==> src/verilog/epb_wb_pkg.sv <==
`default_nettype none

package epb_wb_pkg;

  // EPB side numbering is big-endian. Bit 0 is the most significant.
  typedef logic [5:29] epb_addr_t;     // Host word address bits.
  typedef logic [0:31] epb_data_t;
  typedef logic [0:3]  epb_be_t;       // Active low, lane 0 is the top byte.

  // Wishbone side numbering is little-endian.
  typedef logic [31:0] wb_addr_t;      // Byte address.
  typedef logic [31:0] wb_data_t;
  typedef logic [3:0]  wb_sel_t;       // Active high, bit 3 is the top byte.

  typedef struct packed {
    logic     cyc;
    logic     stb;
    logic     we;
    wb_sel_t  sel;
    wb_addr_t adr;
    wb_data_t dat;
  } wb_req_t;

  typedef struct packed {
    logic     ack;
    logic     err;
    wb_data_t dat;
  } wb_rsp_t;

  typedef enum logic [1:0] {
    IDLE,
    WB_WAIT,
    EPB_DONE
  } bridge_state_t;

  // Returned to the host on a bus error.
  localparam wb_data_t UNMAPPED_DATA = 32'hFFFF_FFFF;

endpackage

`default_nettype wire

==> src/verilog/sys_block.sv <==
`timescale 1ns/1ps
`default_nettype none

module sys_block #(
  parameter logic [31:0] BOARD_ID = 32'h0000_0000,
  parameter logic [7:0]  REV_MAJ  = 8'h00,
  parameter logic [7:0]  REV_MIN  = 8'h00,
  parameter logic [15:0] REV_RCS  = 16'h0000
) (
  input  logic                epb_clk,
  input  logic                rst_n_i,
  input  epb_wb_pkg::wb_req_t wb_req_i,
  output epb_wb_pkg::wb_rsp_t wb_rsp_o
);

  logic [5:0]           word;          // Word offset in a 256 byte window.
  logic                 access;
  logic                 ack_q;
  epb_wb_pkg::wb_data_t scratch_q;
  epb_wb_pkg::wb_data_t rd_data;
  epb_wb_pkg::wb_data_t dat_q;

  assign word   = wb_req_i.adr[7:2];
  assign access = wb_req_i.cyc && wb_req_i.stb && !ack_q;

  always_comb begin
    case (word)
      6'd0:    rd_data = BOARD_ID;
      6'd1:    rd_data = {REV_MAJ, REV_MIN, REV_RCS};
      6'd2:    rd_data = scratch_q;
      default: rd_data = '0;
    endcase
  end

  always_ff @(posedge epb_clk or negedge rst_n_i) begin
    if (!rst_n_i) begin
      ack_q     <= 1'b0;
      scratch_q <= '0;
    end else begin
      ack_q <= access;
      // Only the scratch word is writable.
      if (access && wb_req_i.we && (word == 6'd2)) begin
        for (int b = 0; b < 4; b++) begin
          if (wb_req_i.sel[b]) begin
            scratch_q[8*b +: 8] <= wb_req_i.dat[8*b +: 8];
          end
        end
      end
    end
  end

  always_ff @(posedge epb_clk) begin
    if (access) begin
      dat_q <= rd_data;
    end
  end

  always_comb begin
    wb_rsp_o.ack = ack_q;
    wb_rsp_o.err = 1'b0;
    wb_rsp_o.dat = dat_q;
  end

  ack_after_stb_a : assert property (@(posedge epb_clk) disable iff (!rst_n_i)
    wb_rsp_o.ack |-> $past(wb_req_i.cyc && wb_req_i.stb));

endmodule

`default_nettype wire

==> config.mk <==
export PLATFORM = sky130hd
export DESIGN_NAME = sys_block
export DESIGN_NICKNAME = d
export VERILOG_FILES = /design/src/verilog/epb_wb_pkg.sv /design/src/verilog/sys_block.sv
export SDC_FILE = /design/constraint.sdc
export NUM_CORES = 1
export LEC_CHECK = 0
export BUFFER_PORTS_ARGS = -buffer_cell sky130_fd_sc_hd__buf_2
export CORE_UTILIZATION = 45
export CTS_BUF_LIST = sky130_fd_sc_hd__clkbuf_4 sky130_fd_sc_hd__clkbuf_8
export DETAILED_ROUTE_END_ITERATION = 6
export HOLD_SLACK_MARGIN = 0.15
export PLACE_DENSITY = 0.81
export SLEW_MARGIN = 20
export SYNTH_ARGS = -nofsm -noshare
export SYNTH_HDL_FRONTEND = slang
export SYNTH_SLANG_ARGS = --single-unit
export TNS_END_PERCENT = 100
==> constraint.sdc <==
create_clock -name epb_clk -period 5.7 [get_ports epb_clk]
set_clock_uncertainty 0.1 [all_clocks]
set_input_delay 0.57 -clock epb_clk [delete_from_list [all_inputs] [get_ports epb_clk]]
set_output_delay 0.57 -clock epb_clk [all_outputs]
set_load 0.02 [all_outputs]
==> impl_metrics.json <==
{
  "grt_max_degree": 37,
  "tightest_slew_ps": 742,
  "drt_wl_total_mm": 4.22,
  "antenna_left": 0,
  "ys_seq_elements": 65,
  "dpl.cell_count": 291,
  "cp_cell_sequence": "buf_2 > nor4b_4 > buf_4 > nand4_2 > mux2_2",
  "place_ws_ps": 3460,
  "yosys.area.top_type": "edfxtp_1",
  "mostFrequentLayoutCells": "buf_2, dfrtp_1, mux2_2, edfxtp_1, and3_1",
  "synth_top_family_by_area": "multiplexers",
  "overflow": 0,
  "avgSynthCellArea_um2": 16.8,
  "startpoint_type": "input port",
  "coreArea_mm2": 0.00520,
  "port_buffers": 79,
  "gp_congestion": 0.689,
  "ff2ff_setup_slack_ps": 3960,
  "yosys-top-cells-area": "edfxtp_1, dfrtp_1, mux2_2",
  "path_clk_slew_ps": 60,
  "post-cts-setup-buffers": 0,
  "first_iter_violations": 87,
  "num_io_pins": 107,
  "grtUsageTotal": 0.156,
  "worstPathArrival_ps": 1980,
  "cts_tree": "done",
  "hold_buffers": 0,
  "syn_area_mm2": 0.00249,
  "rsz0062_at_grt": "no",
  "postSynthCellCount": 148,
  "drive_above_1_share": 0.583,
  "maxSlewViolCount": 0,
  "required_ps": 5800,
  "synth_compound_area_frac": 0,
  "crit_path_max_incr_delay_ps": 370,
  "fp.dieW_um": 76.4,
  "via_per_inst": 4.91,
  "cts_max_level": 3,
  "vias": 1497,
  "ff2ff_path_depth": 3,
  "path_class": "in -> reg",
  "peakVddDrop_mv": 0.211,
  "fp-row-count": 26,
  "ctsResizeCount": 0,
  "final_common_cell": "buf_2",
  "synth_xor_area_frac": 0,
  "fin_crit_sh": 0.330,
  "max_slew_margin": 0.505,
  "antenna_cells": 0,
  "hold_viol_final": 0,
  "hold_class": "in -> async",
  "final_cells": 305,
  "synth_top_area_frac": 0.386,
  "first_global_vias": 1443,
  "max_cap_violations": 0,
  "hold_ws_ps": 216,
  "clk_latency_ps": 320,
  "regToRegEndpoint": "scratch_q[7]$_DFFE_PN0P_",
  "synth_fa_ha_area_frac": 0,
  "clockRootBuffer": "clkbuf_8",
  "crit_fanout": 36,
  "outcome": "completed",
  "fin_setup_tns_ps": 0,
  "synth_nets": 221,
  "critical-path-slowest-cell": "mux2_2",
  "cp-startpoint": "wb_req_i[34]",
  "powerDensity_mw_per_mm2": 285,
  "grt_pass1_wl_mm": 6.82,
  "p_leak_nw": 1.65,
  "firstDrtPassIters": 4,
  "grt_antenna_before_repair": 0,
  "setup_viol": 0,
  "layout.nets": 305,
  "cp-end-kind": "flip-flop",
  "yosysSeqAreaShare": 0.717,
  "synth_mux_area_frac": 0.145,
  "synth_cell_types": 14,
  "start_util": 0.479,
  "layout_setup_ws_ps": 3820,
  "clk_path_buf_depth": 2,
  "chipHeight_um": 76.4,
  "worstSetupEndpoint": "scratch_q[7]$_DFFE_PN0P_",
  "fmax_mhz": 532,
  "fill_cells": 433,
  "dp_hpwl_mm": 2.95,
  "wl_per_cell_um": 13.8,
  "yosysWarningCount": 0,
  "cts_buffers": 9,
  "post-route-min-period_ps": 1880,
  "drc": 0,
  "cts.sinks": 65,
  "dieArea_mm2": 0.00584,
  "synthSimpleGateAreaFrac": 0.120,
  "syn_to_final_growth_pct": 25.4,
  "rr_startpoint": "ack_q$_DFF_PN0_"
}
[final cells by class]
| type | count | area, um2 | area share |
|---|---|---|---|
| Clock buffer | 13 | 160 | 0.0513 |
| Clock inverter | 1 | 5.00 | 0.00160 |
| Multi-Input combinational cell | 74 | 667 | 0.213 |
| Sequential cell | 65 | 1790 | 0.572 |
| Tap cell | 70 | 87.6 | 0.0280 |
| Timing Repair Buffer | 82 | 418 | 0.134 |
[layer usage]
metal	vias up	GRT usage	wire, um
met4	0	0.0731	61
met3	8	0.0539	187
li1	716	-	-
met5	-	0	0
met1	727	0.172	1750
met2	46	0.270	2220
[flip-flops by register name, summed over array words and instances (netlist names)]
| register | cells |
|---|---|
| dat_q | 32 |
| ack_q | 1 |
| scratch_q | 32 |
[synthesized netlist by cell type]
master    number
dfrtp_1       33
nand2_1        1
nand4_2        4
nor4b_4        1
conb_1         1
nor2_1         1
edfxtp_1      32
and3_1        30
and4b_1        1
mux2_2        32
buf_4          2
clkbuf_1       7
nor2_2         1
and3_2         2
[metrics by stage]
stage,utilization,power [mW],cell area (um2)
after global routing,0.600,0.926,3120
final,0.600,0.891,3120
after floorplan,-,0.544,2490
after CTS,0.600,0.901,3120
after detailed placement,0.569,0.576,2960
after global placement,0.569,0.575,2960
[power by group]
part           internal (mW)  total (mW)  switching, mW  leakage [nW]
Sequential             0.505       0.509        0.00395         0.766
Combinational         0.0224      0.0567         0.0343         0.797
Clock                  0.179       0.325          0.146        0.0896
Total                  0.706       0.891          0.185          1.65
[cell families after synthesis]
| kind of cell | Yosys count |
|---|---|
| other cells | 1 |
| buf+inv | 9 |
| mux | 32 |
| simple gates | 41 |
| flops | 65 |
[critical path: cells and delay by family]
kind,cells,cell delay (ps)
buffers and inverters,2,440
and+or+nand+nor,2,580
muxes,1,370
[how the worst min path moves through the flow]
stage                     cells past startpoint  slack [ps]                         to
after floorplan                               0         170            ack_q$_DFF_PN0_
after global placement                        1         380  scratch_q[26]$_DFFE_PN0P_
after detailed placement                      1         390   scratch_q[9]$_DFFE_PN0P_
after CTS                                     1         230  scratch_q[13]$_DFFE_PN0P_
after global routing                          1         270  scratch_q[11]$_DFFE_PN0P_
final                                         1         220  scratch_q[13]$_DFFE_PN0P_
Power figures use the tool's default switching activity.
