### src/verilog/epb_wb_pkg.sv
`default_nettype none

package epb_wb_pkg;

  // EPB side numbering is big-endian. Bit 0 is the most significant.
  typedef logic [5:29] epb_addr_t;     // Host word address bits.
  typedef logic [0:31] epb_data_t;
  typedef logic [0:3]  epb_be_t;       // Active low, lane 0 is the top byte.

  // Wishbone side numbering is little-endian.
  typedef logic [31:0] wb_addr_t;      // Byte address.
  typedef logic [31:0] wb_data_t;
  typedef logic [3:0]  wb_sel_t;       // Active high, bit 3 is the top byte.

  typedef struct packed {
    logic     cyc;
    logic     stb;
    logic     we;
    wb_sel_t  sel;
    wb_addr_t adr;
    wb_data_t dat;
  } wb_req_t;

  typedef struct packed {
    logic     ack;
    logic     err;
    wb_data_t dat;
  } wb_rsp_t;

  typedef enum logic [1:0] {
    IDLE,
    WB_WAIT,
    EPB_DONE
  } bridge_state_t;

  // Returned to the host on a bus error.
  localparam wb_data_t UNMAPPED_DATA = 32'hFFFF_FFFF;

endpackage

`default_nettype wire

### src/verilog/wb_slave_decoder.sv
`timescale 1ns/1ps
`default_nettype none

module wb_slave_decoder #(
  parameter epb_wb_pkg::wb_addr_t SYS_BASE = 32'h0000_0000,
  parameter epb_wb_pkg::wb_addr_t SYS_HIGH = 32'h0000_00FF,
  parameter epb_wb_pkg::wb_addr_t RAM_BASE = 32'h0000_1000,
  parameter epb_wb_pkg::wb_addr_t RAM_HIGH = 32'h0000_13FF
) (
  input  logic                epb_clk,
  input  logic                rst_n_i,
  input  epb_wb_pkg::wb_req_t wbm_req_i,
  output epb_wb_pkg::wb_rsp_t wbm_rsp_o,
  output epb_wb_pkg::wb_req_t sys_req_o,
  input  epb_wb_pkg::wb_rsp_t sys_rsp_i,
  output epb_wb_pkg::wb_req_t ram_req_o,
  input  epb_wb_pkg::wb_rsp_t ram_rsp_i
);

  logic sys_hit;
  logic ram_hit;
  logic active;

  assign active  = wbm_req_i.cyc && wbm_req_i.stb;
  assign sys_hit = (wbm_req_i.adr >= SYS_BASE) && (wbm_req_i.adr <= SYS_HIGH);
  assign ram_hit = (wbm_req_i.adr >= RAM_BASE) && (wbm_req_i.adr <= RAM_HIGH);

  //////////////////////////////////////////////////
  // Request fan-out
  //////////////////////////////////////////////////

  // Shared fields go to both, strobes only to the hit.
  always_comb begin
    sys_req_o     = wbm_req_i;
    sys_req_o.cyc = wbm_req_i.cyc && sys_hit;
    sys_req_o.stb = wbm_req_i.stb && sys_hit;
    ram_req_o     = wbm_req_i;
    ram_req_o.cyc = wbm_req_i.cyc && ram_hit;
    ram_req_o.stb = wbm_req_i.stb && ram_hit;
  end

  //////////////////////////////////////////////////
  // Response mux
  //////////////////////////////////////////////////

  always_comb begin
    if (sys_hit) begin
      wbm_rsp_o = sys_rsp_i;
    end else if (ram_hit) begin
      wbm_rsp_o = ram_rsp_i;
    end else begin
      wbm_rsp_o.ack = 1'b0;
      wbm_rsp_o.err = active;            // Unmapped, fail at once.
      wbm_rsp_o.dat = epb_wb_pkg::UNMAPPED_DATA;
    end
  end

  one_slave_a : assert property (@(posedge epb_clk) disable iff (!rst_n_i)
    !(sys_req_o.cyc && ram_req_o.cyc));

  ack_xor_err_a : assert property (@(posedge epb_clk) disable iff (!rst_n_i)
    !(wbm_rsp_o.ack && wbm_rsp_o.err));

endmodule

`default_nettype wire

### config.mk
export PLATFORM = sky130hd
export DESIGN_NAME = wb_slave_decoder
export DESIGN_NICKNAME = d
export VERILOG_FILES = /design/src/verilog/epb_wb_pkg.sv /design/src/verilog/wb_slave_decoder.sv
export SDC_FILE = /design/constraint.sdc
export NUM_CORES = 1
export LEC_CHECK = 0
export BUFFER_PORTS_ARGS = -buffer_cell sky130_fd_sc_hd__buf_2
export CAP_MARGIN = 20
export CORE_AREA = 5 5 121 123
export DETAILED_ROUTE_END_ITERATION = 10
export DIE_AREA = 0 0 126 128
export GPL_ROUTABILITY_DRIVEN = 0
export PLACE_DENSITY = 0.53
export SYNTH_ARGS = -nofsm -noshare
export SYNTH_HDL_FRONTEND = slang
export SYNTH_SLANG_ARGS = --single-unit
### constraint.sdc
create_clock -name vclk -period 1.95
set_clock_uncertainty 0.2 [all_clocks]
set_input_delay 0.195 -clock vclk [all_inputs]
set_output_delay 0.195 -clock vclk [all_outputs]
set_load 0.02 [all_outputs]
==> results by group <==
Outcome
  – Status: finished, violations left
  – Failing checks: negative setup slack

GRT
  – Largest net degree at the start of global routing: 33
  – First-pass GRT wire length: 6.93 mm
  – Vias in the first global route: 1334
  – Gr ovfl total: 0
  – Total track usage: 0.0503
  – Initial antenna violation count: 0

STA
  – Final Hold Viols: 0
  – Worst slew pin tran: 0.361 ns
  – Max transition margin: 0.758
  – Fmax: 495 MHz
  – Worst setup margin: -0.0699 ns
  – Setup TNS: -1.42 ns
  – RSZ-0062 raised after global routing: true
  – Minimum clock period: 2.02 ns
  – # setup viols final: 32
  – Pins over their slew limit: 0
  – Final Cycle Share: 1.04

Synthesis
  – Post-synth cell types: 19
  – Synth Area per Inst: 7.88 sq um
  – Sequential share of the synthesized area: 0
  – Post-synthesis instance area: 0.00158 sq mm
  – Post-synth net total: 342
  – Cell count after synthesis: 201
  – Synth warn: 0

Routing
  – Final wirelength: 4.97 mm
  – DR WL/cell: 11.5 um
  – DR iter-0 viols: 21
  – Vias per inst: 3.21
  – TritonRoute pass-1 iters: 4
  – DRC Markers: 0
  – Post-route ant nets: 0
  – DR vias: 1388

Job
  – Max-Cap Viols: 0

Floorplanning
  – IO Pins: 317
  – Die area: 0.0161 sq mm
  – Die Y: 128 um
  – Core ar.: 0.0136 sq mm
  – Site Rows: 43
  – Die Wd: 126 um
  – Starting density of the core: 0.117

Hold path
  – Worst Hold Class: in2out
  – Worst hold start: wbm_req_i[15]

Pwr
  – Power Dens Cells: 146 mW/mm^2
  – Max IR drop VDD: 0.0000612 V
  – Leak pwr: 0.000858 uW

Worst setup path
  – Crit end category: output port
  – Critical path required time: 1.55 ns
  – CP Class: in2out
  – Critical Path Source Type: input pin
  – Worst Path Max Fanout: 32
  – Setup crit start: wbm_req_i[48]
  – Critical-path top delay cell: and4_4
  – Worst stage delay on the critical path: 0.28 ns
  – CP Cell Sequence: buf_8 -> nor4_4 -> buf_4 -> and4_4 -> nand3_4 -> buf_12 -> o22a_1 -> buf_2
  – Critical Path AT: 1.62 ns

Finish
  – Layout area overhead: 18.2%
  – Layout Nets: 396
  – Fillers: 1586
  – FFs & Latches: 0
  – Area taken by flip-flops and latches: 0 sq um
  – Final Instance Area: 0.00187 sq mm
  – # clk buffers: 0
  – Ant diodes: 0
  – Share of cells above drive strength 1: 0.834

Placed design
  – I/O Buffers: 180
  – Cell Area, Placed: 0.00174 sq mm
  – DP HPWL: 4.28 mm
final timing paths:
kind / endpoint / slack (ns) / cells after the start
max: wbm_rsp_o[11] / -0.07 / 8
min: ram_req_o[15] / 0.19 / 0
layout by cell type (no fill, tap or decap), types with 2 or more instances in the layout:
master / synthesis / routed
and2_1: 4 / 2
nand4_1: 2 / 2
buf_4: 138 / 13
nand3_4: 2 / 2
nor4_4: 0 / 3
and2_4: 0 / 2
nor3_1: 3 / 3
nor2_1: 2 / 2
buf_2: 0 / 171
o22a_1: 30 / 30
buf_6: 6 / 9
buf_12: 0 / 2
o22a_2: 2 / 2
power by group:
part | total, uW | internal [uW] | switching, uW
logic | 273 | 129 | 144
registers | 0 | 0 | 0
clock network | 0 | 0 | 0
total | 273 | 129 | 144
metal layers:
layer,part of all wire,GRT usage,vias up
li1,-,-,658
met1,0.35,0.0511,570
met2,0.47,0.0923,128
met3,0.15,0.0188,32
met4,0.041,0.0215,0
met5,0,0,-
critical path: cells and delay by family:
family          cells  cell delay [ns]
simple gates        3             0.60
buf+inv             4             0.57
compound gates      1             0.22
area by class of cell:
| class | instances | area (sq um) | area share |
|---|---|---|---|
| Multi-Input combinational cell | 57 | 537 | 0.287 |
| Timing Repair Buffer | 196 | 1110 | 0.593 |
| Tap cell | 180 | 225 | 0.120 |
cell families (layout without fill, tap and decap cells):
kind of cell,Yosys count,in the layout,synth area share
AO/OA/AOI/OAI,35,35,0.194
buffers and inverters,144,196,0.697
AND/OR/NAND/NOR,22,22,0.110
through the flow:
step                      hold WS (ns)  instances  utilization  worst slack (ns)  total power [uW]
after detailed placement         0.190        432        0.129            -0.161               261
final                            0.190        433        0.138           -0.0699               273
after floorplan                  0.303        201            -            0.0917               425
after global placement           0.190        432        0.129            -0.171               260
after global routing             0.190        433        0.138            -0.152               294
after CTS                        0.190        433        0.133           -0.0943               269
Yosys cell counts:
| cell type | count | area share |
|---|---|---|
| nand3_4 | 2 | 0.022 |
| a31oi_1 | 1 | 0.0040 |
| nor3_1 | 3 | 0.0095 |
| and3_2 | 1 | 0.0047 |
| nand2_1 | 1 | 0.0024 |
| o22a_1 | 30 | 0.17 |
| and2_1 | 4 | 0.016 |
| o22a_2 | 2 | 0.013 |
| nor2_1 | 2 | 0.0047 |
| nand3_1 | 1 | 0.0032 |
| nor4_2 | 3 | 0.024 |
| a31o_2 | 1 | 0.0055 |
| a22o_1 | 1 | 0.0055 |
| nand4_1 | 2 | 0.0079 |
| and4_4 | 1 | 0.0071 |
| buf_4 | 138 | 0.65 |
| nor4_1 | 1 | 0.0040 |
| buf_6 | 6 | 0.043 |
| and2_2 | 1 | 0.0047 |
repair_timing:
action / CTS / global route
setup buffers: 1 / 0
setup endpoints to repair: 35 / 36
gates cloned: 0 / 0
gates resized for setup: 10 / 16
pin swaps: 3 / 3
hold buffers: 0 / 0
Note: power is estimated with default switching activity, not from simulation.
