$ cat src/verilog/epb_wb_pkg.sv
`default_nettype none

package epb_wb_pkg;

  // EPB side numbering is big-endian. Bit 0 is the most significant.
  typedef logic [5:29] epb_addr_t;     // Host word address bits.
  typedef logic [0:31] epb_data_t;
  typedef logic [0:3]  epb_be_t;       // Active low, lane 0 is the top byte.

  // Wishbone side numbering is little-endian.
  typedef logic [31:0] wb_addr_t;      // Byte address.
  typedef logic [31:0] wb_data_t;
  typedef logic [3:0]  wb_sel_t;       // Active high, bit 3 is the top byte.

  typedef struct packed {
    logic     cyc;
    logic     stb;
    logic     we;
    wb_sel_t  sel;
    wb_addr_t adr;
    wb_data_t dat;
  } wb_req_t;

  typedef struct packed {
    logic     ack;
    logic     err;
    wb_data_t dat;
  } wb_rsp_t;

  typedef enum logic [1:0] {
    IDLE,
    WB_WAIT,
    EPB_DONE
  } bridge_state_t;

  // Returned to the host on a bus error.
  localparam wb_data_t UNMAPPED_DATA = 32'hFFFF_FFFF;

endpackage

`default_nettype wire

$ cat src/verilog/epb_wb_bridge.sv
`timescale 1ns/1ps
`default_nettype none

module epb_wb_bridge (
  input  logic                  epb_clk,
  input  logic                  rst_n_i,
  input  logic                  epb_cs_n_i,
  input  logic                  epb_oe_n_i,
  input  logic                  epb_r_w_n_i,
  input  epb_wb_pkg::epb_be_t   epb_be_n_i,
  input  epb_wb_pkg::epb_addr_t epb_addr_i,
  input  epb_wb_pkg::epb_data_t epb_data_i,
  output epb_wb_pkg::epb_data_t epb_data_o,
  output logic                  epb_doen_o,
  output logic                  epb_rdy_o,
  output epb_wb_pkg::wb_req_t   wb_req_o,
  input  epb_wb_pkg::wb_rsp_t   wb_rsp_i
);

  epb_wb_pkg::bridge_state_t state_q;
  logic                      cs_n_q;    // Chip select seen on the previous edge.
  logic                      act_q;     // Drives cyc and stb.
  logic                      rdy_q;
  logic                      valid_q;   // Held read data is valid.
  logic                      we_q;
  epb_wb_pkg::wb_sel_t       sel_q;
  epb_wb_pkg::wb_addr_t      adr_q;
  epb_wb_pkg::wb_data_t      wdat_q;
  epb_wb_pkg::epb_data_t     rdat_q;
  logic                      start;
  logic                      done;

  // A new cycle needs a falling chip select.
  assign start = (state_q == epb_wb_pkg::IDLE) && !epb_cs_n_i && cs_n_q;
  assign done  = (state_q == epb_wb_pkg::WB_WAIT) && (wb_rsp_i.ack || wb_rsp_i.err);

  //////////////////////////////////////////////////
  // Control FSM
  //////////////////////////////////////////////////

  always_ff @(posedge epb_clk or negedge rst_n_i) begin
    if (!rst_n_i) begin
      state_q <= epb_wb_pkg::IDLE;
      cs_n_q  <= 1'b1;
      act_q   <= 1'b0;
      rdy_q   <= 1'b0;
      valid_q <= 1'b0;
    end else begin
      cs_n_q <= epb_cs_n_i;
      rdy_q  <= done;                       // One pulse per transaction.
      case (state_q)
        epb_wb_pkg::IDLE: begin
          if (start) begin
            act_q   <= 1'b1;
            state_q <= epb_wb_pkg::WB_WAIT;
          end
        end
        epb_wb_pkg::WB_WAIT: begin
          if (done) begin
            act_q   <= 1'b0;
            valid_q <= !we_q;
            state_q <= epb_wb_pkg::EPB_DONE;
          end
        end
        epb_wb_pkg::EPB_DONE: begin
          if (epb_cs_n_i) begin            // Host released the cycle.
            valid_q <= 1'b0;
            state_q <= epb_wb_pkg::IDLE;
          end
        end
        default: state_q <= epb_wb_pkg::IDLE;
      endcase
    end
  end

  //////////////////////////////////////////////////
  // Request capture and read data
  //////////////////////////////////////////////////

  // Packed assignments map EPB bit 0 onto Wishbone bit 31.
  always_ff @(posedge epb_clk) begin
    if (start) begin
      we_q   <= !epb_r_w_n_i;
      sel_q  <= ~epb_be_n_i;
      adr_q  <= {5'b0, epb_addr_i, 2'b00};
      wdat_q <= epb_data_i;
    end
    if (done && !we_q) begin
      rdat_q <= wb_rsp_i.err ? epb_wb_pkg::UNMAPPED_DATA : wb_rsp_i.dat;
    end
  end

  always_comb begin
    wb_req_o.cyc = act_q;
    wb_req_o.stb = act_q;
    wb_req_o.we  = we_q;
    wb_req_o.sel = sel_q;
    wb_req_o.adr = adr_q;
    wb_req_o.dat = wdat_q;
  end

  assign epb_data_o = rdat_q;
  assign epb_doen_o = valid_q && !epb_oe_n_i;
  assign epb_rdy_o  = rdy_q;

  rdy_single_a : assert property (@(posedge epb_clk) disable iff (!rst_n_i)
    epb_rdy_o |=> !epb_rdy_o);

endmodule

`default_nettype wire

$ cat config.mk
export PLATFORM = sky130hd
export DESIGN_NAME = epb_wb_bridge
export DESIGN_NICKNAME = d
export VERILOG_FILES = /design/src/verilog/epb_wb_pkg.sv /design/src/verilog/epb_wb_bridge.sv
export SDC_FILE = /design/constraint.sdc
export NUM_CORES = 1
export LEC_CHECK = 0
export ABC_AREA = 1
export CORE_ASPECT_RATIO = 0.75
export CORE_MARGIN = 3
export CORE_UTILIZATION = 45
export CTS_BUF_LIST = sky130_fd_sc_hd__clkbuf_16
export CTS_CLUSTER_DIAMETER = 100
export DETAILED_ROUTE_END_ITERATION = 7
export DONT_BUFFER_PORTS = 1
export GPL_TIMING_DRIVEN = 0
export PLACE_DENSITY = 0.58
export SYNTH_ARGS = -nofsm -noshare
export SYNTH_HDL_FRONTEND = slang
export SYNTH_SLANG_ARGS = --single-unit
$ cat constraint.sdc
create_clock -name epb_clk -period 2.45 [get_ports epb_clk]
set_clock_uncertainty 0.2 [all_clocks]
set_input_delay 0.1225 -clock epb_clk [delete_from_list [all_inputs] [get_ports epb_clk]]
set_output_delay 0.1225 -clock epb_clk [all_outputs]
set_load 0.02 [all_outputs]
==> flow_results.org <==
** Pwr
- Leak pwr :: 1.71 nW
- IR analysis of the VDD net gives a maximum drop of 0.412 mV.
- Power Dens Cells :: 774 nW/um^2

** Synthesis
- The largest total area in the synthesized netlist belongs to edfxtp_1.
- The share of the Yosys chip area taken by registers is 0.877.
- The netlist uses 17 different library cells.
- The synthesized netlist occupies a cell area of 3390 sq um.
- Synthesis produced 174 cells.
- Count of state elements after synthesis :: 100
- Total of warnings raised by yosys :: 0
- Of the post-synthesis cell area, the dominant cell type holds 0.833.
- A synthesized cell averages 19.5 sq um.
- Synth area leaders :: edfxtp_1 (83%), or2_1 (5.9%), dfrtp_1 (3.7%)

** Clocking
- TritonCTS Sinks :: 100
- The tree is rooted in a clkbuf_16.
- After clock tree synthesis, the clock-pin slew on the worst setup and hold paths is 0.06 ns.
- TritonCTS built the clock tree.
- Buffers inserted during clock tree synthesis total 9.
- For the worst-skew pair, the clock arrives at the later sink with an insertion delay of 0.33 ns.
- CTS H-tree lvls :: 3
- Maximum clock path buffer count :: 2

** Finish
- Commonest non-fill, non-tap cell in the layout :: dlygate4sd3_1
- Layout overhead on the synthesized area :: 42.2%
- Leading cell types in the layout, fill and taps excluded :: dlygate4sd3_1 (100), edfxtp_1 (94), or2_1 (32)
- Final Util :: 0.683
- For this run, the post-layout net count is 392.
- In the final layout, the share of cells above drive strength 1 is 0.108.
- Diode insertion count for antenna repair :: 0

** Global route
- Entering global routing, the biggest net connects 33 pins.
- Via count of the first global-routing pass :: 1997
- Overflow left after global routing :: 0
- Initial antenna violation count :: 0
- Global-route wire length before repair :: 11400 um
- In the global route stage, overall resource usage came out at 0.185.

** Hold path
- The worst hold path belongs to the class in -> reg.

** Worst setup path
- Critical path cell sequence :: dlygate4sd3_1 > inv_2 > nand2_1 > nand3b_1 > inv_1
- Critical Path RT :: 2.20 ns
- STA puts the critical path data arrival time at 1.92 ns.
- For this design, the slowest cell found on the critical path is inv_1.
- The worst setup path is launched from a primary input.
- Kind of capture point of the worst setup path :: flop
- The largest single stage delay on the critical path is 0.84 ns.
- In this run the worst path has a maximum fanout of 32.
- Path type of the worst setup path :: in -> reg

** Routing
- Average detailed-routed wire length per instance :: 20.5 um
- Wirelength, routed :: 8080 um
- Via/cell ratio :: 4.69
- After detailed routing, the number of remaining DRC violations is 0.
- The detailed router finished its first iteration with 42 violations.
- Antenna-violating nets left :: 0
- Across all layers, the routed design uses 1853 vias.
- The first detailed-routing pass ran for 4 iterations.

** Timing
- Headroom to the max-slew limit came out at 0.231.
- At the pin with the least slew margin, the transition time is 1.15 ns.
- Final worst-path cycle share :: 0.887
- Max-slew violation count :: 0
- After layout, the minimum clock period comes to 2.17 ns.
- Highest clock frequency the design can meet :: 460 MHz
- Unrepaired setup endpoints after global routing :: false
- After layout, the worst setup slack is 0.277 ns.
- Final setup fails :: 0
- The number of hold violations in the final report is 0.

** Placement
- Placed wire-length estimate after detailed placement :: 4990 um
- Post-Place Worst Slack :: -0.0571 ns
- Final Wtd Congestion :: 0.764
- Number of port buffers :: 0

** Floorplan
- X dimension of the die :: 106 um
- The floorplan step defined a die boundary enclosing 8620 sq um.
- Rows :: 26
- The total area inside the core boundary comes to 7060 sq um.
- The initial utilization of the core area, before any placement, comes to 0.480.
- Height of the die :: 81.2 um
- IO Pins :: 205

** Outcome
- Result of the run :: finished clean

** Run
- The tool flagged a number of max-cap violations equal to 0.
## where the power goes
group          leakage, nW  total (mW)  switching, mW  internal, mW
Combinational        0.661       0.316          0.156         0.159
Clock                0.123        1.25          0.571         0.681
Sequential           0.929        2.16          0.153          2.01
## Yosys cell counts, drive strengths merged
cell / instances
dfrtp: 5
edfxtp: 94
nand2: 6
dfstp: 1
conb: 1
nor2: 2
o31ai: 1
inv: 13
nand3b: 1
nand4: 1
clkinv: 1
or2: 32
nand3: 3
buf: 13
## cells by family (layout without fill, tap and decap cells)
| kind of cell | count (synthesis) | count (layout) | synth area share |
|---|---|---|---|
| AOI/OAI and AO/OA | 1 | 1 | 0.00222 |
| buffers and inverters | 27 | 144 | 0.0421 |
| DFF | 100 | 100 | 0.877 |
| other | 1 | 7 | 0.00111 |
| and+or+nand+nor | 45 | 45 | 0.0772 |
## per-stage QoR
stage	std cells	area (sq um)	total power, mW	hold slack (ns)	TNS (ns)
floorplan	180	3420	2.32	-0.373	0
global placement	278	3540	2.36	-0.373	0
detailed placement	278	3540	2.38	-0.373	-3.33
CTS	395	4820	3.76	0.0311	0
global route	395	4820	3.86	0.0619	0
finish	395	4820	3.73	0.0236	0
## final timing paths
kind                                        start                          end  slack [ns]  cells after the start
hold / removal                         epb_cs_n_i            act_q$_DFFE_PN0P_        0.02                      3
min in group asynchronous                 rst_n_i          epb_rdy_o$_DFF_PN0_        0.42                      2
max in group asynchronous                 rst_n_i             cs_n_q$_DFF_PN1_        1.36                      2
hold reg to reg            state_q[0]$_DFFE_PN0P_       state_q[1]$_DFFE_PN0P_        0.30                      1
setup / recovery                     wb_rsp_i[32]  epb_data_o[4]$_SDFFCE_PP1P_        0.28                      5
setup reg to reg           state_q[0]$_DFFE_PN0P_  epb_data_o[4]$_SDFFCE_PP1P_        0.30                      4
## registers in the layout (all words and copies together), names as in the netlist
| signal | count |
|---|---|
| valid_q | 1 |
| cs_n_q | 1 |
| wdat_q | 32 |
| sel_q | 4 |
| state_q | 2 |
| adr_q | 25 |
| act_q | 1 |
| epb_data_o | 32 |
| epb_rdy_o | 1 |
| we_q | 1 |
## worst max-delay path, delay by kind of cell
kind / cells / cell delay [ns]
buffers and inverters: 3 / 1.57
and+or+nand+nor: 2 / 0.21
## what timing repair did
action | in CTS | in global routing
setup buffers | 0 | 0
endpoints found under the setup margin | 62 | 0
hold buffers | 100 | 0
resized for setup | 1 | 0
hold endpoints to repair | 106 | 0
## area by class of cell
cell class	count	area (sq um)
flip-flops and latches	100	2970
fillers	484	2240
repair buffers	100	1000
multi-input cells	53	295
clock buffers	9	225
well taps	98	123
plain buffers	13	90.1
inverters	14	56.3
clock inverters	7	46.3
repair inverters	1	7.51
## per-layer routing
metal | vias up | routed length, um | GRT usage
met5 | - | 0 | 0
met3 | 13 | 505 | 0.0612
met4 | 0 | 148 | 0.0647
li1 | 831 | - | -
met1 | 902 | 2790 | 0.190
met2 | 107 | 4640 | 0.357
(Power assumes the default switching activity.)
